**src/verilog/streamWrite_params.svh**
```systemverilog
`ifndef STREAM_WRITE_PARAMS_SVH
`define STREAM_WRITE_PARAMS_SVH

// stream word width
`define DATA_W 32

// internal buffer, 256 words
`define MEM_ADDR_W 8

// external byte address
`define IO_ADDR_W 32

// inner loop counter
`define PERIOD_W 8

// flush word count, one bit wider so a full buffer fits
`define IO_SIZE_W 9

// one strobe bit per byte
`define STRB_W (`DATA_W/8)

`endif
```
**src/verilog/streamCfgPkg.sv**
```systemverilog
`default_nettype none

`include "streamWrite_params.svh"

package streamCfgPkg;

   // producer loop nest
   // addr = start + i*shift + p*incr, written while p < duty
   typedef struct packed {
      logic [`MEM_ADDR_W-1:0] start;
      logic [`MEM_ADDR_W-1:0] iterations;
      logic [`PERIOD_W-1:0]   period;
      logic [`PERIOD_W-1:0]   duty;
      logic [`MEM_ADDR_W-1:0] shift;
      logic [`MEM_ADDR_W-1:0] incr;
      logic                   reverse;
   } genCfgT;

   // consumer flush region
   typedef struct packed {
      logic [`IO_ADDR_W-1:0]  extAddr;
      logic [`MEM_ADDR_W-1:0] intAddr;
      logic [`IO_SIZE_W-1:0]  size;
   } extCfgT;

endpackage

`default_nettype wire

```
**src/verilog/streamAddrGen.sv**
```systemverilog
`timescale 1ns/10ps
`default_nettype none

`include "streamWrite_params.svh"

module streamAddrGen
  (
   input  logic                   clk,
   input  logic                   rst,
   input  logic                   run,
   input  streamCfgPkg::genCfgT   cfg,
   input  logic [`DATA_W-1:0]     in0,
   output logic                   wrEn,
   output logic [`MEM_ADDR_W-1:0] wrAddr,
   output logic [`DATA_W-1:0]     wrData,
   output logic                   fillDone
   );

   logic                   active;
   logic [`MEM_ADDR_W-1:0] iterCnt;
   logic [`PERIOD_W-1:0]   perCnt;
   logic [`MEM_ADDR_W-1:0] baseAddr;
   logic [`MEM_ADDR_W-1:0] offsetAddr;
   logic [`MEM_ADDR_W-1:0] linAddr;
   logic                   lastPer;
   logic                   lastIter;

   function automatic logic [`MEM_ADDR_W-1:0] reverseBits
      (input logic [`MEM_ADDR_W-1:0] word);
      logic [`MEM_ADDR_W-1:0] res;
      for (int k = 0; k < `MEM_ADDR_W; k++)
      begin
         res[k] = word[`MEM_ADDR_W-1-k];
      end
      return res;
   endfunction

   assign lastPer  = (perCnt == cfg.period - `PERIOD_W'd1);
   assign lastIter = (iterCnt == cfg.iterations - `MEM_ADDR_W'd1);

   // base tracks start + i*shift, offset tracks p*incr
   assign linAddr = baseAddr + offsetAddr;
   assign wrAddr  = cfg.reverse ? reverseBits(linAddr) : linAddr;
   assign wrEn    = active && (perCnt < cfg.duty);
   assign wrData  = in0;

   always_ff @(posedge clk)
   begin
      if (rst)
      begin
         active     <= 1'b0;
         fillDone   <= 1'b0;
         iterCnt    <= '0;
         perCnt     <= '0;
         baseAddr   <= '0;
         offsetAddr <= '0;
      end
      else if (run)
      begin
         iterCnt    <= '0;
         perCnt     <= '0;
         baseAddr   <= cfg.start;
         offsetAddr <= '0;
         // empty loop nest reports done right away
         if (cfg.iterations == '0 || cfg.period == '0)
         begin
            active   <= 1'b0;
            fillDone <= 1'b1;
         end
         else
         begin
            active   <= 1'b1;
            fillDone <= 1'b0;
         end
      end
      else if (active)
      begin
         if (lastPer)
         begin
            perCnt     <= '0;
            offsetAddr <= '0;
            baseAddr   <= baseAddr + cfg.shift;
            iterCnt    <= iterCnt + `MEM_ADDR_W'd1;
            if (lastIter)
            begin
               active   <= 1'b0;
               fillDone <= 1'b1;
            end
         end
         else
         begin
            perCnt     <= perCnt + `PERIOD_W'd1;
            offsetAddr <= offsetAddr + cfg.incr;
         end
      end
   end

   // fill finished means buffer is no longer touched
   assert property (@(posedge clk) disable iff (rst) fillDone |-> !wrEn)
      else $error("streamAddrGen: buffer write while fillDone is high");

endmodule

`default_nettype wire

```
**config.mk**
```make
export PLATFORM = sky130hd
export DESIGN_NAME = streamAddrGen
export DESIGN_NICKNAME = d
export VERILOG_FILES = /design/src/verilog/streamCfgPkg.sv /design/src/verilog/streamAddrGen.sv
export VERILOG_INCLUDE_DIRS = /design/src /design/src/verilog
export SDC_FILE = /design/constraint.sdc
export NUM_CORES = 1
export LEC_CHECK = 0
export BUFFER_PORTS_ARGS = -buffer_cell sky130_fd_sc_hd__buf_2
export CORE_ASPECT_RATIO = 1.2
export CORE_MARGIN = 2
export CORE_UTILIZATION = 50
export DETAILED_ROUTE_END_ITERATION = 16
export MAX_ROUTING_LAYER = met4
export PLACE_DENSITY = 0.88
export SYNTH_ARGS = -nofsm -noshare
export SYNTH_HDL_FRONTEND = slang
export SYNTH_SLANG_ARGS = --single-unit
```
**constraint.sdc**
```tcl
create_clock -name clk -period 2.9 [get_ports clk]
set_input_delay 0 -clock clk [delete_from_list [all_inputs] [get_ports clk]]
set_output_delay 0 -clock clk [all_outputs]
set_load 0.005 [all_outputs]
```
* After elaboration in Yosys (flattened, before gate mapping)
Cells that the tools add are included.
** Operators by class
- $add $sub $neg :: 7
- Multiply operators :: 0
- Div/mod/pow operators :: 0
- $lt $le $gt $ge :: 1
- Equality and inequality tests :: 2
- Shift operators :: 0
- Muxes and demuxes :: 16
- Bitwise logic cells :: 0
- Reduce and logical (&&, ||, !) cells :: 11
** Operators by type and width (number)
- $mux W8 :: 6
- $add A8 B8 Y8 :: 3
- $add A8 B1 Y8 const B :: 2
- $eq A8 B8 Y1 :: 2
- $logic_not A8 Y1 :: 2
- $sub A8 B1 Y8 const B :: 2
- $mux W1 :: 10
- $lt A8 B8 Y1 :: 1
- $reduce_bool A2 Y1 :: 3
- $reduce_and A2 Y1 :: 2
- $reduce_and A3 Y1 :: 1
- $reduce_or A2 Y1 :: 1
- $logic_and A1 B1 Y1 :: 1
- $logic_or A1 B1 Y1 :: 1
** Word-level totals
- Register bits :: 34
- Bits in latches :: 0
- RAM bits :: 0
- ROM bits :: 0
- Input bits :: 84
- Output and inout bits :: 42
- Logic and storage cells :: 43
- Memories kept :: 0

* Longest topological paths before layout
Gate-level depths: netlist (run 1).
- Depth after elaboration :: 6
- Gate-level depth with buffers :: 10
- Mapped depth without buffers :: 9

* Worst setup path before layout (run 1)
OpenSTA, ideal clock, no wires.
- Path type :: input -> register
- Start point :: input port cfg[25] (netlist bit)
- End point :: register baseAddr[4]
- Library setup time :: 0.091 ns
- Data arrival time :: 2.339 ns
- Data required time :: 2.809 ns
- Slack :: 0.470 ns
- Stages :: 9
- Path buffers :: 1
- Path through :: inv_1 > ha_1 > nor2b_1 > or3_1 > a31o_2 > or4_1 > buf_2 > or4_1 > a311oi_1
** Between the ends
- Longest elaborated chain between the ends :: 4
** RTL lines
- start: declaration :: line streamAddrGen.sv:11 : input streamCfgPkg::genCfgT cfg,
- $sub A8 B1 Y8 :: line streamAddrGen.sv:38 : assign lastPer = (perCnt == cfg.period - `PERIOD_W'd1);
- $eq A8 B8 Y1 :: line streamAddrGen.sv:38
- $reduce_bool A2 Y1 (no source line)
- $reduce_and A2 Y1 (no source line)
- end signal: assignment :: line streamAddrGen.sv:62 : baseAddr <= cfg.start;
- end signal: assignment :: line streamAddrGen.sv:82 : baseAddr <= baseAddr + cfg.shift;
- end: declaration :: line streamAddrGen.sv:22 : logic [`MEM_ADDR_W-1:0] baseAddr;
Every way passes these cells.
A chain may end at the register's enable or synchronous reset.

* Final worst setup path (run 1)
- Start point :: register perCnt[2]
- End point :: register baseAddr[4]
** Between the ends
- Longest elaborated chain between the ends :: 3
** RTL lines
- start: declaration :: line streamAddrGen.sv:21 : logic [`PERIOD_W-1:0] perCnt;
- start signal: assignment :: line streamAddrGen.sv:92 : perCnt <= perCnt + `PERIOD_W'd1;
- $eq A8 B8 Y1 :: line streamAddrGen.sv:38
- $reduce_bool A2 Y1 (no source line)
- $reduce_and A2 Y1 (no source line)
Every way passes these cells.

==> results_dict.tcl, run 1 <==
set metrics [dict create \
    cts_tree "yes" \
    holdPathStages 0 \
    drcViolationCount 0 \
    routedWlPerCell_um 14.89 \
    worstPathMaxFanout 9 \
    drt-total-wl_mm 8.025 \
    tightest_slew_ns 0.5881 \
    drive_above_1_share 0.1872 \
    ys_seq_area_frac 0.2065 \
    finalNetCount 574 \
    synth_nets 543 \
    rows 32 \
    synth_ff_type "dfxtp_1" \
    gp_congestion 0.8789 \
    insertion_delay_ns 0.29 \
    min_path_type "primary input to primary output" \
    start_kind "flip-flop" \
    cap_violations 0 \
    slew_violations 0 \
    end_kind "flip-flop" \
    grt-ovfl-total 0 \
    grt_pass1_vias 3133 \
    grt_pass1_wl_mm 13.63 \
    hold_viol 0 \
    dp_hpwl_mm 6.293 \
    layout_common_cells "buf_2 (61), ha_1 (34), dfxtp_1 (34), a21oi_1 (32), nor2_1 (31)" \
    critPathArrivalTime_ns 2.65 \
    clk_pin_slew_worst_paths_ns 0.07 \
    clock_path_buffers 2 \
    vias 3108 \
    timing.rr.start "perCnt[2]" \
    fin_crit_sh 0.8450 \
    yosysWarnings 0 \
    cts_sinks 34 \
    fmax_mhz 408.1 \
    die_w_um 78.13 \
    fillers 584 \
    status "completed" \
    drt_iter0_drc 146 \
    synth-seq-cells 34 \
    diodes 0 \
    synth_edf_count 0 \
    cts.repair.resized 0 \
    crit_type "flip-flop to flip-flop" \
    hold_start "in0[11]" \
    r2r_slack_ns 0.45 \
    relSlewSlack 0.6065 \
    skew_ns 0.004751 \
    cts.hold.buffers_added 2 \
    avgSynthCellArea_um2 7.813 \
    total_power_mw 1.160 \
    area_growth_pct 8.615 \
    syn-cell-area_um2 3297 \
    vdd_drop_max_v 0.0001845 \
    die_y_um 92.95 \
    ant_nets 0 \
    io_pins 126 \
    port_buffers 61 \
    r2r_cells 5 \
    firstDrtPassIters 4 \
    fin_crit_ns 2.451 \
    numCtsBuffers 5 \
    p_leak_nw 1.574 \
    synth_cell_type_count 53 \
    final_common_cell "buf_2" \
    start_util 0.5146 \
    fin_tns_setup_ns 0 \
    cts_max_level 2 \
    grt_max_degree 24 \
    antenna_found_initial 0 \
    async_flop_share 0 \
    r2r-end "baseAddr[4]" \
    core_um2 6406 \
    post_cts_buffers 0 \
    clockRootBuffer "clkbuf_8" \
    rsz0062_at_grt "false" \
    post_synth_inst_count 422 \
    dieArea_um2 7262 \
    cp_data_required_time_ns 3.10 \
    holdPathEnd "wrData[11]" \
    vias_per_cell 5.766 \
    p_per_area_nw_per_um2 323.9 \
    finalSetupViolCount 0 \
    grt_use_total 0.2357 \
]
power breakdown:
part	internal, mW	switching [mW]	leakage [nW]
Clock	0.191	0.170	0.0482
Combinational	0.138	0.162	1.25
Sequential	0.480	0.0181	0.277
Total	0.810	0.350	1.57
flip-flops by register name (all words and copies together) (netlist names):
| register | cells |
|---|---|
| perCnt | 8 |
| fillDone | 1 |
| baseAddr | 8 |
| active | 1 |
| iterCnt | 8 |
| offsetAddr | 8 |
synth_stat cells, types with 6 or more instances:
| library cell | number | share of area |
|---|---|---|
| nor4b_1 | 6 | 0.016 |
| inv_1 | 28 | 0.032 |
| nor4_1 | 8 | 0.015 |
| nor2_1 | 31 | 0.035 |
| nand3_1 | 16 | 0.024 |
| ha_1 | 34 | 0.13 |
| buf_4 | 32 | 0.073 |
| nor3_1 | 12 | 0.018 |
| o21ai_0 | 17 | 0.026 |
| xnor2_1 | 25 | 0.066 |
| a21oi_1 | 32 | 0.049 |
| nand2b_1 | 6 | 0.011 |
| a311oi_1 | 6 | 0.016 |
| a211oi_1 | 6 | 0.014 |
| clkbuf_1 | 11 | 0.013 |
| nand2_1 | 30 | 0.034 |
| xor2_1 | 16 | 0.043 |
| dfxtp_1 | 34 | 0.21 |
logic make-up after synthesis:
kind of cell / share of synthesized area
and+or+nand+nor: 0.2213
adders and majority gates: 0.1472
AOI/OAI and AO/OA: 0.1920
DFF: 0.2065
buffers and inverters: 0.1211
xor gates and xnor gates: 0.1089
muxes: 0.003036
through the flow:
step	hold slack, ns	setup slack, ns	util	instances	cell area [um^2]
after floorplan	0.08082	0.4697	-	422	3297
after global placement	0.00003458	0.3446	0.5416	529	3470
after detailed placement	0.00003458	0.2481	0.5416	529	3470
after CTS	0.00003458	0.4452	0.5590	539	3581
after global routing	0.000008341	0.2378	0.5590	539	3581
final	0.000001969	0.4495	0.5590	539	3581
final cells by class:
class | count | area, um^2 | area share
tap | 85 | 106.4 | 0.02970
inverter | 29 | 108.9 | 0.03040
timing repair buffer | 69 | 370.4 | 0.1034
clock inverter | 1 | 5.005 | 0.001398
multi-input combinational | 314 | 2223 | 0.6209
clock buffer | 7 | 86.33 | 0.02411
sequential | 34 | 680.7 | 0.1901
worst max-delay path, cell delays in order, from the launching register on:
cell	delay [ns]
dfxtp_1	0.40
or3_1	0.40
a31o_2	0.26
or4_1	0.54
or4_1	0.51
a311oi_1	0.27
how the worst max path moves through the flow:
stage | start | end | slack (ns) | cells past startpoint
after floorplan | cfg[25] | baseAddr[4] | 0.47 | 9
after global placement | cfg[25] | baseAddr[4] | 0.34 | 9
after detailed placement | cfg[25] | baseAddr[4] | 0.25 | 9
after CTS | offsetAddr[1] | offsetAddr[7] | 0.45 | 7
after global routing | offsetAddr[0] | wrAddr[1] | 0.24 | 10
final | perCnt[2] | baseAddr[4] | 0.45 | 5
layer usage:
layer	vias up	track usage	wire length (um)
met2	105	0.4188	4046
met4	0	0.08918	248
met3	33	0.05556	507
met5	-	-	0
li1	1537	-	-
met1	1433	0.2536	3223
No activity file was read; power rests on OpenSTA's default activity.
==> run 2, diff against run 1 <==
- ABC_AREA: not set -> 1
- CORE_UTILIZATION: 50 -> 47
- PLACE_DENSITY: 0.88 -> 0.86
- clock period: 2.9 -> 2.1 ns (I/O delays scaled with it)
==> results_dict.tcl, run 2 <==
set metrics [dict create \
    start_kind "flip-flop" \
    synth_area_leader_cell "dfxtp_1" \
    synth_ff_type "dfxtp_1" \
    tightest_slew_ns 0.5509 \
    swShare 0.3286 \
    min_path_type "primary input to primary output" \
    grt-ovfl-total 0 \
    total_power_mw 1.663 \
    slew_violations 0 \
    cap_violations 0 \
    finalSetupViolCount 0 \
    final_common_cell "nand2_1" \
    start_util 0.4776 \
    gp_congestion 0.9396 \
    combinationalPowerShare 0.273 \
    path_cells "ha_4 > inv_2 > fa_2 > o21ai_2 > nand2_1 > a21oi_2 > nor2_1 > xor2_1 > o21ai_1 > buf_2" \
    clockRootBuffer "clkbuf_8" \
    fin_crit_ns 1.964 \
    grt_pass1_wl_mm 13.96 \
    vias 3485 \
    dp_hpwl_mm 6.453 \
    layout_common_cells "nand2_1 (123), buf_2 (61), inv_1 (57), nor2_1 (49), nand3_1 (37)" \
    die_y_um 100.1 \
    synth_area_leaders "dfxtp_1 (19%), nand2_1 (13%), ha_1 (12%)" \
    clockPowerShare 0.315 \
    firstDrtPassIters 4 \
    crit_type "flip-flop to primary output" \
    drcViolationCount 0 \
    grt_pass1_vias 3281 \
    slowest_delay_ns 0.37 \
    hold_ws_ns 0.000001680 \
    io_pins 126 \
    core_um2 7576 \
    status "completed" \
    port_buffers 61 \
    synth_edf_count 0 \
    dieArea_um2 8420 \
    drive_above_1_share 0.1996 \
    synth_cell_type_count 39 \
    hold_viol 0 \
    end_kind "primary output" \
    grt_use_total 0.2041 \
    cts.hold.buffers_added 0 \
    syn-cell-area_um2 3618 \
    diodes 0 \
    crit_family "adder cells" \
    clk_pin_slew_worst_paths_ns 0.07 \
    yosysWarnings 0 \
    ant_nets 0 \
    cp_num_buf_inv 2 \
    synth-seq-cells 34 \
    numCtsBuffers 5 \
    grt_max_degree 18 \
    p_per_area_nw_per_um2 424.4 \
    yosysTopAreaCellShare 0.1881 \
    synth_common_cells "nand2_1 (123), inv_1 (58), nor2_1 (49)" \
    r2r_slack_ns 0.16 \
    synth_nets 660 \
    cp_data_required_time_ns 2.10 \
    vias_per_cell 5.256 \
    avgSynthCellArea_um2 6.713 \
    skew_ns 0.007736 \
    p_sw_uw 546.3 \
    rows 35 \
    cts_max_level 2 \
    relSlewSlack 0.6281 \
    async_flop_share 0 \
    rsz0062_at_grt "true" \
    ys_seq_area_frac 0.1881 \
    antenna_found_initial 0 \
    fin_crit_sh 0.9354 \
    routedWlPerCell_um 12.53 \
    cts_sinks 34 \
    worstPathMaxFanout 3 \
    die_w_um 84.10 \
    fin_tns_setup_ns 0 \
    p_leak_nw 1.904 \
    drt-total-wl_mm 8.309 \
    clock_path_buffers 2 \
    fin_cells 663 \
    synth.most_common_cell "nand2_1" \
    cts_tree "yes" \
    insertion_delay_ns 0.29 \
    critPathArrivalTime_ns 1.96 \
    fmax_mhz 509.1 \
    post_synth_inst_count 539 \
    drt_iter0_drc 120 \
    area_growth_pct 8.264 \
    dpl.cell_count 652 \
    power_frac_seq 0.412 \
    finalNetCount 691 \
    vdd_drop_max_v 0.0002391 \
    intPower_mw 1.116 \
    slowest_stage "dfxtp_2" \
]
## run 2: cell types whose count changed after synthesis, moves of 6 or more
cell      previous run  this run
nand2_1             30       123
inv_1               28        58
nand3_1             16        37
nor2_1              31        49
xor2_1              16        31
xnor2_1             25        12
nor4_1               8         0
a311oi_1             6         0
nand2b_1             6         0
nor4b_1              6         0
## run 2: path summary, 6_finish.rpt
| kind | start | to | cells past startpoint |
|---|---|---|---|
| worst max-delay path | baseAddr[0] | wrAddr[6] | 10 |
| worst min-delay path | in0[16] | wrData[16] | 0 |
| worst max register to register | baseAddr[0] | baseAddr[4] | 8 |
| worst min register to register | iterCnt[4] | iterCnt[4] | 2 |
## run 2: metrics by stage
step	setup slack (ns)	area, um^2	util
after floorplan	0.3676	3618	-
after global placement	0.2073	3754	0.4955
after detailed placement	0.1601	3754	0.4955
after CTS	0.03442	3855	0.5088
after global routing	-0.03023	3918	0.5171
final	0.1356	3918	0.5171
## run 2: kinds of logic (layout without fill, tap and decap cells)
logic type | count (synthesis) | in the layout | synth area share
xor gates and xnor gates | 43 | 43 | 0.1041
adders and majority gates | 37 | 37 | 0.1342
and+or+nand+nor | 248 | 248 | 0.3119
DFF | 34 | 34 | 0.1881
buffers and inverters | 106 | 138 | 0.1528
AOI/OAI and AO/OA | 71 | 71 | 0.1089
## run 2: final cells by class
class | count | area [um^2]
clock buffers | 6 | 82.58
well taps | 92 | 115.1
repair buffers | 68 | 357.8
fillers | 736 | 3659
clock inverters | 2 | 12.51
inverters | 62 | 237.7
flip-flops and latches | 34 | 691.9
multi-input cells | 399 | 2420
## run 2: what timing repair did
action / CTS / global route
endpoints found under the setup margin: 2 / 5
hold endpoints to repair: 0 / 0
resized for setup: 3 / 16
pin swaps: 1 / 1
setup buffers: 0 / 3
## run 2: power groups by stage
stage	logic, mW	registers [mW]	clock network [mW]
floorplan	0.349	0.690	0
global placement	0.425	0.696	0
detailed placement	0.439	0.697	0
CTS	0.444	0.682	0.524
global route	0.516	0.686	0.554
finish	0.454	0.685	0.524
## run 2: worst reg2reg max path: stages (launching register included)
cell,delay [ns]
dfxtp_2,0.37
ha_1,0.18
inv_1,0.06
fa_1,0.41
o21ai_0,0.35
xor2_1,0.13
o21ai_0,0.17
nand3_1,0.10
a21oi_1,0.13
## run 2: routing by layer
layer  track usage  share of wire  up-vias
met1        0.2285           0.43     1578
li1              -              -     1776
met5             -              0        -
met3       0.04030          0.052       24
met2        0.3559           0.49      107
met4       0.08313          0.031        0
==> run 3, diff against run 2 <==
- CORE_MARGIN: 2 -> not set
==> results_dict.tcl, run 3 (synthesized netlist as in run 2, its figures left out) <==
set metrics [dict create \
    status "completed" \
    placed_cell_area_um2 3744 \
    finalSetupViolCount 0 \
    critPathArrivalTime_ns 2.08 \
    grt_use_total 0.2184 \
    core_um2 7360 \
    grt_max_degree 18 \
    area_growth_pct 7.988 \
    numCtsBuffers 5 \
    grt_pass1_vias 3167 \
    cts_sinks 34 \
    firstDrtPassIters 4 \
    drive_above_1_share 0.1916 \
    rows 34 \
    routedWlPerCell_um 12.52 \
    clk_pin_slew_worst_paths_ns 0.08 \
    ant_nets 0 \
    wl_met3_um 350 \
    antenna_found_initial 0 \
    worstPathMaxFanout 3 \
    dp_hpwl_mm 6.535 \
    die_w_um 82.10 \
    crit_type "flip-flop to primary output" \
    top_layer "met4" \
    cts_tree "yes" \
    vias_per_cell 5.223 \
    skew_ns 0.007128 \
    drt-total-wl_mm 8.252 \
    fin_crit_ns 2.080 \
    port_buffers 61 \
    grt-ovfl-total 0 \
    drcViolationCount 0 \
    layout_common_cells "nand2_1 (123), buf_2 (61), inv_1 (58), nor2_1 (49), nand3_1 (37)" \
    grt_pass1_wl_mm 13.57 \
    met2WireLength_mm 4.125 \
    vdd_drop_max_v 0.0002440 \
    cp_data_required_time_ns 2.10 \
    dieArea_um2 8056 \
    final_common_cell "nand2_1" \
    timing.rr.start "baseAddr[0]" \
    insertion_delay_ns 0.30 \
    final_area_um2 3908 \
    die_y_um 98.12 \
    cts_max_level 2 \
    holdPathEnd "wrData[3]" \
    slew_violations 0 \
    rsz0062_at_grt "true" \
    clockRootBuffer "clkbuf_8" \
    holdPathStages 0 \
    tightest_slew_ns 0.5139 \
    start_kind "flip-flop" \
    end_kind "primary output" \
    r2r-end "baseAddr[4]" \
    cap_violations 0 \
    gp_congestion 0.9904 \
    fin_crit_sh 0.9903 \
    fmax_mhz 480.9 \
    io_pins 126 \
    met1_length_mm 3.558 \
    hold_ws_ns 0.000001974 \
    r2r_cells 8 \
    vias 3442 \
    finalNetCount 689 \
    relSlewSlack 0.6531 \
    hold_start "in0[3]" \
    min_path_type "primary input to primary output" \
    clock_path_buffers 2 \
    p_per_area_nw_per_um2 447.0 \
    drt_iter0_drc 140 \
    p_leak_nw 1.907 \
    r2r_slack_ns 0.23 \
    start_util 0.4917 \
    hold_viol 0 \
    diodes 0 \
]
## run 3: critical path, cell delays in order (launching register included)
cell,delay (ns)
dfxtp_2,0.36
ha_1,0.17
inv_1,0.07
fa_2,0.36
o21ai_2,0.16
nand2_1,0.08
a21oi_2,0.11
nor2_1,0.05
xor2_1,0.14
o21ai_0,0.14
buf_2,0.13
## run 3: worst max path at each step
| stage | start | endpoint | slack (ns) | cells past startpoint |
|---|---|---|---|---|
| after floorplan | baseAddr[0] | wrAddr[1] | 0.37 | 9 |
| after global placement | baseAddr[0] | baseAddr[4] | 0.20 | 8 |
| after detailed placement | baseAddr[0] | wrAddr[1] | 0.14 | 10 |
| after CTS | offsetAddr[0] | wrAddr[6] | 0.008 | 10 |
| after global routing | baseAddr[0] | wrAddr[6] | -0.05 | 10 |
| final | baseAddr[0] | wrAddr[1] | 0.02 | 10 |
## run 3: repair_timing
item / CTS / global route
endpoints found under the setup margin: 4 / 8
hold endpoints to repair: 0 / 0
buffers inserted: 1 / 1
hold buffers: 0 / 0
pin swaps: 1 / 0
gates resized for setup: 3 / 9
## run 3: through the flow
stage / utilization / power (mW) / cells / setup TNS (ns) / worst slack [ns]
6_report: 0.5309 / 1.746 / 659 / 0 / 0.02036
3_3_place_gp: 0.5087 / 1.122 / 649 / 0 / 0.1997
4_1_cts: 0.5252 / 1.737 / 658 / 0 / 0.008150
5_1_grt: 0.5309 / 1.840 / 659 / -0.09218 / -0.04556
2_1_floorplan: - / 1.039 / 539 / 0 / 0.3676
3_5_place_dp: 0.5087 / 1.136 / 649 / 0 / 0.1365
## run 3: report_power, final
part | total, mW | internal [mW] | switching [mW]
Clock | 0.611 | 0.349 | 0.262
Combinational | 0.450 | 0.187 | 0.262
Sequential | 0.686 | 0.664 | 0.0223
## run 3: final cells by class
cell class / count / area [um^2]
fill: 706 / 3452
multi-input combinational: 399 / 2420
sequential: 34 / 685.7
timing repair buffer: 66 / 342.8
inverter: 62 / 237.7
tap: 90 / 112.6
clock buffer: 5 / 68.82
clock inverter: 3 / 40.04
## run 3: metal layers
layer / track usage / vias up
met4: 0.09042 / 0
met1: 0.2544 / 1567
met2: 0.3649 / 82
met5: - / -
li1: - / 1768
met3: 0.03271 / 25
