[src/verilog/streamWrite_params.svh]
`ifndef STREAM_WRITE_PARAMS_SVH
`define STREAM_WRITE_PARAMS_SVH

// stream word width
`define DATA_W 32

// internal buffer, 256 words
`define MEM_ADDR_W 8

// external byte address
`define IO_ADDR_W 32

// inner loop counter
`define PERIOD_W 8

// flush word count, one bit wider so a full buffer fits
`define IO_SIZE_W 9

// one strobe bit per byte
`define STRB_W (`DATA_W/8)

`endif
[src/verilog/dataBusPkg.sv]
`default_nettype none

`include "streamWrite_params.svh"

package dataBusPkg;

   // write request, held with valid until ready
   typedef struct packed {
      logic [`IO_ADDR_W-1:0] addr;
      logic [`DATA_W-1:0]    wdata;
      logic [`STRB_W-1:0]    wstrb;
   } busReqT;

   // external writer states
   typedef enum logic [2:0] {
      IDLE,
      WAIT_FILL,
      READ,
      SEND,
      FINISH
   } writerStateT;

endpackage

`default_nettype wire

[src/verilog/streamCfgPkg.sv]
`default_nettype none

`include "streamWrite_params.svh"

package streamCfgPkg;

   // producer loop nest
   // addr = start + i*shift + p*incr, written while p < duty
   typedef struct packed {
      logic [`MEM_ADDR_W-1:0] start;
      logic [`MEM_ADDR_W-1:0] iterations;
      logic [`PERIOD_W-1:0]   period;
      logic [`PERIOD_W-1:0]   duty;
      logic [`MEM_ADDR_W-1:0] shift;
      logic [`MEM_ADDR_W-1:0] incr;
      logic                   reverse;
   } genCfgT;

   // consumer flush region
   typedef struct packed {
      logic [`IO_ADDR_W-1:0]  extAddr;
      logic [`MEM_ADDR_W-1:0] intAddr;
      logic [`IO_SIZE_W-1:0]  size;
   } extCfgT;

endpackage

`default_nettype wire

[src/verilog/extWriter.sv]
`timescale 1ns/10ps
`default_nettype none

`include "streamWrite_params.svh"

module extWriter
  (
   input  logic                   clk,
   input  logic                   rst,
   input  logic                   run,
   input  logic                   fillDone,
   input  streamCfgPkg::extCfgT   cfg,
   output logic                   rdEn,
   output logic [`MEM_ADDR_W-1:0] rdAddr,
   input  logic [`DATA_W-1:0]     rdData,
   output logic                   busValid,
   output dataBusPkg::busReqT     busReq,
   input  logic                   busReady,
   output logic                   flushDone
   );

   dataBusPkg::writerStateT state;
   logic [`IO_SIZE_W-1:0]   wordCnt;
   logic [`IO_ADDR_W-1:0]   extAddrReg;
   logic                    lastWord;

   assign lastWord  = (wordCnt == cfg.size - `IO_SIZE_W'd1);
   assign rdEn      = (state == dataBusPkg::READ);
   assign rdAddr    = cfg.intAddr + wordCnt[`MEM_ADDR_W-1:0];
   assign flushDone = (state == dataBusPkg::FINISH);

   // wdata taken from the ram output register, stable while in SEND
   always_comb
   begin
      busReq.addr  = extAddrReg;
      busReq.wdata = rdData;
      busReq.wstrb = '1;
   end

   always_ff @(posedge clk)
   begin
      if (rst)
      begin
         state      <= dataBusPkg::IDLE;
         busValid   <= 1'b0;
         wordCnt    <= '0;
         extAddrReg <= '0;
      end
      else
      begin
         unique case (state)
            dataBusPkg::IDLE,
            dataBusPkg::FINISH:
            begin
               if (run)
               begin
                  state      <= dataBusPkg::WAIT_FILL;
                  wordCnt    <= '0;
                  extAddrReg <= cfg.extAddr;
               end
            end
            dataBusPkg::WAIT_FILL:
            begin
               // flush starts only once the producer is through
               if (fillDone)
               begin
                  if (cfg.size == '0)
                  begin
                     state <= dataBusPkg::FINISH;
                  end
                  else
                  begin
                     state <= dataBusPkg::READ;
                  end
               end
            end
            dataBusPkg::READ:
            begin
               state    <= dataBusPkg::SEND;
               busValid <= 1'b1;
            end
            dataBusPkg::SEND:
            begin
               if (busReady)
               begin
                  busValid   <= 1'b0;
                  wordCnt    <= wordCnt + `IO_SIZE_W'd1;
                  extAddrReg <= extAddrReg + `IO_ADDR_W'd4;
                  if (lastWord)
                  begin
                     state <= dataBusPkg::FINISH;
                  end
                  else
                  begin
                     state <= dataBusPkg::READ;
                  end
               end
            end
            default:
            begin
               state    <= dataBusPkg::IDLE;
               busValid <= 1'b0;
            end
         endcase
      end
   end

   // stalled request keeps valid and payload, ram included
   assert property (@(posedge clk) disable iff (rst)
                    busValid && !busReady |=> busValid && $stable(busReq))
      else $error("extWriter: request changed or dropped while stalled");

   assert property (@(posedge clk) disable iff (rst)
                    state == dataBusPkg::IDLE |-> !busValid)
      else $error("extWriter: busValid high in IDLE");

endmodule

`default_nettype wire

[config.mk]
export PLATFORM = sky130hd
export DESIGN_NAME = extWriter
export DESIGN_NICKNAME = d
export VERILOG_FILES = /design/src/verilog/dataBusPkg.sv /design/src/verilog/streamCfgPkg.sv /design/src/verilog/extWriter.sv
export VERILOG_INCLUDE_DIRS = /design/src /design/src/verilog
export SDC_FILE = /design/constraint.sdc
export NUM_CORES = 1
export LEC_CHECK = 0
export ABC_AREA = 0
export BUFFER_PORTS_ARGS = -buffer_cell sky130_fd_sc_hd__buf_4
export CAP_MARGIN = 20
export CORE_MARGIN = 1.5
export CORE_UTILIZATION = 30
export CTS_CLUSTER_DIAMETER = 60
export CTS_CLUSTER_SIZE = 24
export DETAILED_ROUTE_END_ITERATION = 10
export SLEW_MARGIN = 0
export SYNTH_ARGS = -nofsm -noshare
export SYNTH_HDL_FRONTEND = slang
export SYNTH_SLANG_ARGS = --single-unit
[constraint.sdc]
create_clock -name clk -period 3.5 [get_ports clk]
set_clock_uncertainty 0.2 [all_clocks]
set_input_delay 0.7 -clock clk [delete_from_list [all_inputs] [get_ports clk]]
set_output_delay 0.7 -clock clk [all_outputs]
set_load 0.05 [all_outputs]
Yosys cells after proc, flatten, opt, wreduce, memory -nomap -nowiden

Index checks and enable logic that the tools add are counted.
Widths: inputs -> output; s select.

Multiplexer cells: 14
Equality and inequality tests: 8
Bitwise operators: 1
Shifts and indexed selects: 0
Reductions and logical operators: 8
Div/mod/pow operators: 0
$lt $le $gt $ge: 0
$add $sub $neg: 4
$mul: 0

Operators with widths:

| operator              | number |
|---|---|
| $mux 32               | 2 |
| $pmux 32 s2           | 1 |
| $add 32x3->32 const B | 1 |
| $mux 9                | 2 |
| $pmux 9 s2            | 1 |
| $mux 3                | 5 |
| $pmux 3 s4            | 1 |
| $add 9x1->9 const B   | 1 |
| $eq 9x9->1            | 1 |
| $logic_not 9->1       | 1 |
| $sub 9x1->9 const B   | 1 |
| $add 8x8->8           | 1 |
| $eq 3x2->1 const B    | 2 |
| $ne 2x2->1 const B    | 3 |
| $reduce_and 3->1      | 2 |
| $eq 3x1->1 const B    | 1 |
| $eq 3x3->1 const B    | 1 |
| $logic_not 3->1       | 1 |
| $pmux 1 s3            | 1 |
| $reduce_or 3->1       | 1 |
| $reduce_and 2->1      | 1 |
| $reduce_bool 2->1     | 1 |
| $reduce_or 2->1       | 1 |
| $mux 1                | 1 |
| $not 1->1             | 1 |

Bits in latches: 0
Memory bits (read-only): 0
Word-level logic and storage cells: 39
Output and inout bits: 79
Memories kept: 0
Bits in registers: 45
Input bits: 86
RAM bits: 0

Depth between registers and ports, before layout

Gate-level depths: netlist (run 1).

Depth after elaboration: 5
Mapped depth: 9
Depth with buffers taken out: 9

Worst setup path after synthesis (run 1)

OpenSTA, ideal clock, no wires.

Kind: input-to-output
Start: input cfg[9] (netlist bit)
End: output rdAddr[6]
Path buffers: 0
Required time: 2,600 ps
Arrival: 2,552 ps
Cell stages on the path: 9
Slack: 48 ps
Path through: ha_1 > inv_1 > fa_1 > nor2b_1 > o21ai_0 > nand2b_1 > a21o_1 > a21oi_1 > xnor2_1

Cells in the longest elaborated chain, start to end: 1

Ends and longest elaborated chain:

| what        | RTL line        | RTL |
|---|---|---|
| from (decl) | extWriter.sv:12 | `input streamCfgPkg::extCfgT cfg,` |
| $add 8x8->8 | extWriter.sv:29 | `` assign rdAddr = cfg.intAddr + wordCnt[`MEM_ADDR_W-1:0]; `` |
| to (decl)   | extWriter.sv:14 | `` output logic [`MEM_ADDR_W-1:0] rdAddr, `` |

Every way passes these cells.

Final worst setup path (run 1)

Start: input cfg[10] (netlist bit)
End: output rdAddr[7]

The elaborated chain is that of the path after synthesis.

==> summary.txt, run 1 <==
Power and ir drop
  • Sw Ratio: between 30 and 40%
  • Clock power frac: 33.6%
  • Comb power frac: roughly 32%
  • Sequential Power Share: 34.4%
  • LEAKAGE: approximately 1.8 nW
  • P_sw: approximately 660 uW
  • Pwr/cell area: between 400 and 500 nW/um^2
  • Power, Total: approximately 1.8 mW
  • Max VDD drop: ~0.18 mV
  • Power Internal: 1.18 mW

Yosys
  • Synthesized instance count: roughly 460
  • Number of enable flip-flop cells after synthesis: 0
  • YS warnings: 0
  • Mapped Area: ~3500 sq um
  • Mean Syn Cell Area: 7.71 sq um
  • Cell taking the most area after synthesis: dfxtp_1
  • Top-area cell type share of the netlist area: between 20% and 30%
  • Top FF cell, synth: dfxtp_1
  • Most frequent cell after synthesis: nor2_1
  • #FFs+latches synth: 45
  • Register area share after synthesis: between 20% and 30%
  • Most frequent cells after synthesis: nor2_1, nand2_1, dfxtp_1
  • Dominant cells by area after synthesis: dfxtp_1, buf_4, nor2_1
  • Async SR Flop Fraction: 0%
  • Post-synth cell types: 66

Routing
  • Detail Route Antenna Nets: 0
  • Routed Wire Length: around 9.9 mm
  • DRT Pass-1 Iters: 5
  • DR vias/cell: roughly 5.3
  • Residual DRC: 0
  • DRT iter0 DRCs: between 150 and 200
  • Via count: approximately 3400
  • WL/cell: 15.2 microns

STA
  • Worst slew pin tran: 0.864 ns
  • Setup-failing EPs final: 0
  • Final setup margin: 0.210 ns
  • Final hold vios: 0
  • Post-layout minimum cycle time: ~3.3 ns
  • RSZ-0062 raised after global routing: false
  • Final hold slack: between 0.2 and 0.3 ns
  • Achievable Freq: between 300 and 400 MHz
  • Final slew viol count: 0
  • Max_slew headroom: between 40% and 50%
  • Final period utilization: 94.0%
  • Total negative setup slack: 0 ns

Die
  • Row count: 39
  • Core Footprint: 11500 sq um
  • Initial core utilization: a little over 30%
  • Die ar.: around 12000 sq um
  • Width of the die: ~110 microns
  • Die Ht: approximately 110 microns
  • Io pins: ~170

Hold path
  • Hold Path Class: reg2reg
  • Worst hold endpoint: extAddrReg[1]
  • Worst Hold Path Cells: 2
  • Hold path start: extAddrReg[1]

Clock network
  • H-tree depth: 2
  • Clock root cell: clkbuf_16
  • CTS resizes: 0
  • CTS buffer count: 5
  • Worst skew pair latency: between 0.2 and 0.3 ns
  • CTS Buffer Depth: 2
  • Clock-pin transition on the worst setup and hold timing paths: approximately 0.07 ns
  • CTS tree: done
  • Post-CTS Hold Buffers: 0
  • Clock sink count: between 40 and 50
  • Post-CTS Setup Bufs: 0

Placement
  • Post-DP Area: 4060 sq um
  • Placer Congestion: around 0.80
  • # port buffers: 96
  • Place WS: 0.128 ns
  • DP HPWL: roughly 7 mm
  • Cells after DPL: approximately 640

Layout
  • Fillers: 1202
  • Final #Nets: a little over 600
  • Diodes inserted: 0
  • Cell area after layout: 4260 sq um
  • Share of post-route cells with drive strength above 1: 25.0%
  • Area Overhead vs Synth: 20.3%
  • Layout Utilization: approximately 37%
  • Non-Filler Instances: 652

Global routing
  • GRT Resource Usage Total: approximately 15%
  • First-pass GRT wire length: roughly 16 mm
  • Largest net degree at the start of global routing: between 40 and 50
  • Antenna violations before repair: 0
  • Congestion Overflow GR: 0
  • Number of global-route vias before repair: approximately 3200

Worst setup path
  • Setup slack, reg-to-reg: approximately 0.89 ns
  • R2r startpoint: extAddrReg[2]
  • Worst Path Arrival: 2.39 ns
  • Setup crit start kind: primary input
  • Worst setup EP type: output port
  • Reg-to-Reg End: extAddrReg[22]
  • Critical path required time: roughly 2.6 ns
  • Worst setup path class: in2out
  • Crit Path Max Fanout: 2
  • Reg2reg path depth: 7

Run
  • Max Cap Violations: 0

Run status
  • Status: finished, final reports clean
worst max-delay path, cell delays in order:
cell	delay, ns
buf_4	0.11
ha_1	0.28
a21o_1	0.18
a21oi_1	0.21
nor2b_1	0.07
o21a_1	0.20
o41ai_2	0.24
xnor2_1	0.16
buf_4	0.22
kinds of logic after synthesis:
group	after synthesis	share of synthesized area (%)
AO/OA/AOI/OAI	108	20.2
XOR/XNOR	25	6.18
adder cells (fa/ha/maj)	11	4.10
buffers and inverters	74	13.7
flip-flops	45	25.4
multiplexers	11	3.11
other	1	0.106
AND/OR/NAND/NOR	184	27.2
cell usage in the layout (no fill, tap or decap), types with 4 or more instances in the layout:
cell type / instances
o21ai_0: 19
conb_1: 4
a31oi_1: 6
mux2i_1: 11
nor2b_1: 5
ha_1: 10
and3_1: 6
nand2b_1: 9
xnor2_1: 15
a221oi_1: 9
o22ai_1: 4
dfxtp_1: 45
a211oi_1: 8
and4_1: 4
inv_1: 9
nand2_1: 46
nor3_1: 11
nand3_1: 14
o21a_1: 4
nand4_1: 12
xor2_1: 10
nor2_1: 50
clkbuf_16: 5
buf_4: 103
a21oi_1: 30
flip-flops by register name, indices dropped and copies added (netlist names):
register and count:
extAddrReg 32, wordCnt 9, state 3, busValid 1
power by group through the flow:
stage | clock, mW | combinational [mW] | sequential [mW]
final | 0.620 | 0.589 | 0.635
after detailed placement | 0 | 0.592 | 0.645
after global placement | 0 | 0.584 | 0.642
after CTS | 0.634 | 0.594 | 0.634
after floorplan | 0 | 0.366 | 0.777
after global routing | 0.657 | 0.630 | 0.644
metal layers:
metal | track usage (%) | share of wire, % | up-vias
li1 | - | - | 1720
met1 | 19.4 | 45 | 1605
met2 | 26.7 | 49 | 111
met3 | 2.99 | 5.8 | 4
met4 | 2.87 | 0.36 | 0
met5 | 0 | 0 | -
how the worst max path moves through the flow:
stage / to / cells after the start / startpoint
global placement: rdAddr[7] / 9 / cfg[10]
finish: rdAddr[7] / 9 / cfg[10]
global route: rdAddr[7] / 9 / cfg[10]
CTS: rdAddr[7] / 9 / cfg[10]
detailed placement: rdAddr[7] / 9 / cfg[10]
floorplan: rdAddr[6] / 9 / cfg[9]
cell type report:
class	instances	area (sq um)	share of cell area (%)
clock buffer	5	125	2.94
clock inverter	3	65.1	1.53
inverter	10	37.5	0.881
multi-input combinational	343	2180	51.1
sequential	45	901	21.2
tap	143	179	4.20
timing repair buffer	103	773	18.2
Power figures use the tool's default switching activity.
==> run 2, diff against run 1 <==
- RECOVER_POWER: not set -> 100
==> summary.txt, run 2 (synthesis gave the netlist of run 1 again) <==
Run status
  • Status: finished, final reports clean

Routing
  • DRT Pass-1 Iters: 4 (-1)
  • Residual DRC: 0 (unchanged)
  • Routed Wire Length: 9.89 mm (about the same)
  • DR vias/cell: 5.25 (-0.44%)
  • Met2 Wirelength: 4.83 mm (-0.23%)
  • DRT iter0 DRCs: 167 (-12%)
  • WL/cell: 15.2 microns (about the same)
  • Detail Route Antenna Nets: 0 (unchanged)
  • Met3 wire len: 508 microns (-11%)
  • Metal-1 WL: 4.50 mm (+1.5%)
  • Max Used Layer: met4
  • Via count: 3425 (-0.44%)

STA
  • Final hold slack: 0.259 ns (-0.00123 ns)
  • RSZ-0062 raised after global routing: false
  • Final slew viol count: 0 (unchanged)
  • Final hold vios: 0 (unchanged)
  • Worst slew pin tran: 1.24 ns (+0.371 ns)
  • Total negative setup slack: 0 ns (unchanged)
  • Final period utilization: 93.9% (about the same)
  • Achievable Freq: 304 MHz (about the same)
  • Max_slew headroom: 17.6% (-25 points)
  • Post-layout minimum cycle time: 3.29 ns (-0.00159 ns)
  • Setup-failing EPs final: 0 (unchanged)

Layout
  • Share of post-route cells with drive strength above 1: 16.1% (-8.8 points)
  • Biggest regs: extAddrReg x32, wordCnt x9, state x3
  • Area Overhead vs Synth: 15.3%
  • Max FFs per register: 32 (unchanged)
  • Most common cell after layout, fill and taps aside: buf_4
  • Layout Utilization: 35.6% (-1.5 points)
  • Register name with the most flops: extAddrReg
  • Final #Nets: 605 (unchanged)
  • Diodes inserted: 0 (unchanged)
  • Commonest non-fill, non-tap cells in the layout: buf_4, nor2_1, nand2_1

Hold path
  • Worst Hold Path Cells: 2 (unchanged)
  • Hold Path Class: reg2reg

Clock network
  • Clock sink count: 45 (unchanged)
  • CTS tree: done
  • Clock-pin transition on the worst setup and hold timing paths: 0.07 ns (about the same)
  • Worst skew pair latency: 0.29 ns (about the same)
  • Post-CTS Hold Buffers: 0 (unchanged)
  • CTS buffer count: 5 (unchanged)
  • Post-CTS Setup Bufs: 0 (unchanged)
  • CTS Buffer Depth: 2 (unchanged)
  • Clock root cell: clkbuf_16
  • H-tree depth: 2 (unchanged)

Worst setup path
  • Critical Path Most Common Cell: buf_4
  • Worst path max stage delay: 0.28 ns (about the same)
  • CP Buf/Inv Count: 2 (unchanged)
  • Setup slack, reg-to-reg: 0.46 ns (-0.43 ns)
  • Worst setup path class: in2out
  • Setup crit start kind: primary input
  • Crit. path cell count: 9 (unchanged)
  • Critical path required time: 2.60 ns (about the same)
  • Top cell family by delay on the critical path: compound AO/OA/AOI/OAI gates
  • Reg2reg path depth: 7 (unchanged)
  • Worst setup EP type: output port
  • Worst Path Arrival: 2.39 ns (about the same)
  • Crit-path cells: buf_4 > ha_1 > a21o_1 > a21oi_1 > nor2b_1 > o21a_1 > o41ai_2 > xnor2_1 > buf_4
  • Slowest CP cell: ha_1
  • Crit Path Max Fanout: 2 (unchanged)

Placement
  • DP HPWL: 7.20 mm (unchanged)
  • # port buffers: 96 (unchanged)
  • Placer Congestion: 0.799 (unchanged)

Power and ir drop
  • Sequential Power Share: 35.3% (+0.9 points)
  • LEAKAGE: 1.61 nW (-9.8%)
  • Power Internal: 1.13 mW (-4.0%)
  • Comb power frac: 30.2% (-1.8 points)
  • Clock power frac: 34.4% (+0.8 points)
  • Sw Ratio: 36.8% (+0.80 points)
  • Pwr/cell area: 439 nW/um^2 (+1.4%)
  • P_sw: 659 uW (-0.60%)
  • Max VDD drop: 0.179 mV (-1.2%)

Global routing
  • Antenna violations before repair: 0 (unchanged)
  • Largest net degree at the start of global routing: 42 (unchanged)
  • GRT Resource Usage Total: 15.2% (unchanged)
  • First-pass GRT wire length: 15.8 mm (unchanged)
  • Number of global-route vias before repair: 3231 (unchanged)
  • Congestion Overflow GR: 0 (unchanged)

Die
  • Io pins: 165 (unchanged)
  • Initial core utilization: 30.9% (unchanged)
  • Core Footprint: 11500 sq um (unchanged)
  • Die Ht: 112 microns (unchanged)
  • Row count: 39 (unchanged)
  • Die ar.: 12500 sq um (unchanged)
  • Width of the die: 112 microns (unchanged)

Run
  • Max Cap Violations: 0 (unchanged)
run 2: cell types whose count changed in the layout (fill, tap and decap cells not counted), sizes merged:
| cell | change |
|---|---|
| buf | -46 |
| clkbuf | +46 |
run 2: what timing repair did:
item,4_1_cts,5_1_grt
resized for setup,0,1
hold endpoints to repair,0,0
endpoints found under the setup margin,0,1
run 2: worst min-delay path, cell delays in order (launching register included):
cell and delay [ns]:
dfxtp_1 0.31, nand2_1 0.05, a21oi_1 0.05
run 2: worst paths after layout:
kind            startpoint        endpoint
max                cfg[10]       rdAddr[7]
min          extAddrReg[1]   extAddrReg[1]
max reg2reg       state[1]  extAddrReg[26]
min reg2reg  extAddrReg[1]   extAddrReg[1]
run 2: area by class of cell:
cell class | count | area, sq um
fill | 1239 | 7380
multi-input combinational | 343 | 2170
sequential | 45 | 901
timing repair buffer | 103 | 604
tap | 143 | 179
clock buffer | 5 | 125
clock inverter | 3 | 65.1
inverter | 10 | 37.5
run 2: power groups by stage:
stage	Clock (mW)	Combinational, mW	Sequential [mW]
final	0.618	0.542	0.633
after global placement	0	0.584	0.642
after CTS	0.634	0.594	0.634
after floorplan	0	0.366	0.777
after global routing	0.657	0.583	0.643
after detailed placement	0	0.592	0.645
run 2: routing by layer:
layer  global-route usage (%)  up-vias
met4                     2.87        0
li1                         -     1716
met5                        0        -
met3                     2.99        6
met2                     26.7       89
met1                     19.4     1614
run 2: per-stage QoR:
| step | power, mW | instances | worst slack (ns) | cell area (sq um) |
|---|---|---|---|---|
| floorplan | 1.14 | 462 | 0.0480 | 3550 |
| global placement | 1.23 | 644 | 0.115 | 4060 |
| detailed placement | 1.24 | 644 | 0.128 | 4060 |
| CTS | 1.86 | 652 | 0.101 | 4250 |
| global route | 1.88 | 652 | 0.0758 | 4080 |
| finish | 1.79 | 652 | 0.212 | 4080 |
==> run 3, diff against run 2 <==
- PLACE_DENSITY: not set -> 0.67
==> summary.txt, run 3 (synthesis gave the netlist of run 1 again) <==
Clock network
  • Clock-pin transition on the worst setup and hold timing paths: 0.07 ns (about the same)
  • Clock root cell: clkbuf_16
  • CTS Buffer Depth: 2 (unchanged)
  • CTS resizes: 0 (unchanged)
  • Worst skew pair latency: 0.29 ns (about the same)
  • CTS buffer count: 5 (unchanged)
  • Post-CTS Hold Buffers: 0 (unchanged)
  • Post-CTS Setup Bufs: 0 (unchanged)
  • H-tree depth: 2 (unchanged)
  • Clock sink count: 45 (unchanged)
  • CTS tree: done

Die
  • Initial core utilization: 30.9% (unchanged)
  • Row count: 39 (unchanged)
  • Die Ht: 112 microns (unchanged)
  • Core Footprint: 11500 sq um (unchanged)
  • Die ar.: 12500 sq um (unchanged)
  • Io pins: 165 (unchanged)
  • Width of the die: 112 microns (unchanged)

Routing
  • Residual DRC: 0 (unchanged)
  • DR vias/cell: 5.35 (+1.9%)
  • WL/cell: 15.2 microns (+0.38%)
  • Detail Route Antenna Nets: 0 (unchanged)
  • DRT iter0 DRCs: 233 (+40%)
  • Via count: 3489 (+1.9%)
  • Routed Wire Length: 9.93 mm (+0.38%)
  • DRT Pass-1 Iters: 4 (unchanged)

Global routing
  • Antenna violations before repair: 0 (unchanged)
  • Number of global-route vias before repair: 3291 (+1.9%)
  • Largest net degree at the start of global routing: 42 (unchanged)
  • GRT Resource Usage Total: 15.6% (+0.39 points)
  • First-pass GRT wire length: 16.3 mm (+2.9%)
  • Congestion Overflow GR: 0 (unchanged)

STA
  • RSZ-0062 raised after global routing: false
  • Max_slew headroom: 19.3% (+1.7 points)
  • Achievable Freq: 305 MHz (+0.34%)
  • Final slew viol count: 0 (unchanged)
  • Setup-failing EPs final: 0 (unchanged)
  • Final hold vios: 0 (unchanged)
  • Post-layout minimum cycle time: 3.28 ns (-0.0112 ns)
  • Final setup margin: 0.223 ns (+0.0112 ns)
  • Total negative setup slack: 0 ns (unchanged)
  • Final period utilization: 93.6% (-0.32 points)
  • Worst slew pin tran: 1.21 ns (-0.0250 ns)

Layout
  • Commonest non-fill, non-tap cells in the layout: buf_4, nor2_1, nand2_1
  • Share of post-route cells with drive strength above 1: 16.5% (+0.39 points)
  • Biggest regs: extAddrReg x32, wordCnt x9, state x3
  • Diodes inserted: 0 (unchanged)
  • Most common cell after layout, fill and taps aside: buf_4
  • Final #Nets: 605 (unchanged)
  • Register name with the most flops: extAddrReg
  • Area Overhead vs Synth: 14.8%
  • Max FFs per register: 32 (unchanged)

Placement
  • Placer Congestion: 0.784 (-1.9%)
  • # port buffers: 96 (unchanged)
  • Place WS: 0.149 ns (+0.0207 ns)
  • DP HPWL: 7.26 mm (+0.77%)

Power and ir drop
  • LEAKAGE: 1.61 nW (-0.32%)
  • Max VDD drop: 0.181 mV (+0.85%)
  • Pwr/cell area: 425 nW/um^2 (-3.1%)

Run
  • Max Cap Violations: 0 (unchanged)

Worst setup path
  • Critical path required time: 2.60 ns (about the same)
  • Slowest CP cell: ha_1
  • Worst setup EP type: output port
  • Worst Path Arrival: 2.38 ns (about the same)
  • Worst path max stage delay: 0.28 ns (about the same)
  • Crit-path cells: buf_4 > ha_1 > a21o_1 > a21oi_1 > nor2b_1 > o21a_1 > o41ai_2 > xnor2_1 > buf_4
  • Top cell family by delay on the critical path: compound AO/OA/AOI/OAI gates
  • CP Buf/Inv Count: 2 (unchanged)
  • Crit Path Max Fanout: 2 (unchanged)
  • Worst setup path class: in2out
  • Critical Path Most Common Cell: buf_4
  • Setup crit start kind: primary input

Run status
  • Status: finished, final reports clean

Hold path
  • Hold Path Class: reg2reg
run 3: cell types whose count changed in the layout (fill, tap and decap cells not counted), sizes merged:
cell | before | now
bufinv | 2 | 1
buf | 57 | 58
run 3: per-stage QoR:
stage | utilization (%) | power [mW] | hold WS (ns) | cells | instance area, sq um
2_1_floorplan | - | 1.14 | 0.300 | 462 | 3550
3_3_place_gp | 35.4 | 1.22 | 0.247 | 644 | 4060
6_report | 35.4 | 1.73 | 0.267 | 652 | 4060
3_5_place_dp | 35.4 | 1.24 | 0.261 | 644 | 4060
4_1_cts | 36.9 | 1.79 | 0.271 | 652 | 4230
5_1_grt | 35.4 | 1.81 | 0.298 | 652 | 4060
run 3: routing by layer:
| metal | up-vias | global-route usage (%) | routed length [microns] |
|---|---|---|---|
| li1 | 1721 | - | - |
| met1 | 1652 | 19.5 | 4450 |
| met2 | 104 | 26.8 | 4800 |
| met3 | 12 | 3.65 | 546 |
| met4 | 0 | 4.47 | 130 |
| met5 | - | 0 | 0 |
run 3: final timing paths:
path                    end     startpoint  slack, ns  depth (start not counted)
min reg2reg   extAddrReg[1]  extAddrReg[1]       0.27                          2
max               rdAddr[7]        cfg[10]       0.22                          9
max reg2reg  extAddrReg[26]       state[1]       0.52                          7
min           extAddrReg[1]  extAddrReg[1]       0.27                          2
run 3: where the power goes:
part           internal (mW)  switching (mW)
registers              0.561          0.0721
clock network          0.339           0.212
logic                  0.164           0.380
total                   1.06           0.665
run 3: final cells by class:
cell class	instances	area (sq um)
Sequential cell	45	901
Inverter	10	37.5
Clock inverter	2	38.8
Multi-Input combinational cell	343	2170
Tap cell	143	179
Fill cell	1203	7400
Timing Repair Buffer	103	607
Clock buffer	6	129
run 3: tightest hold or removal path, stage by stage (launching register included):
cell and delay (ns):
dfxtp_1 0.31, nand2_1 0.05, a21oi_1 0.06
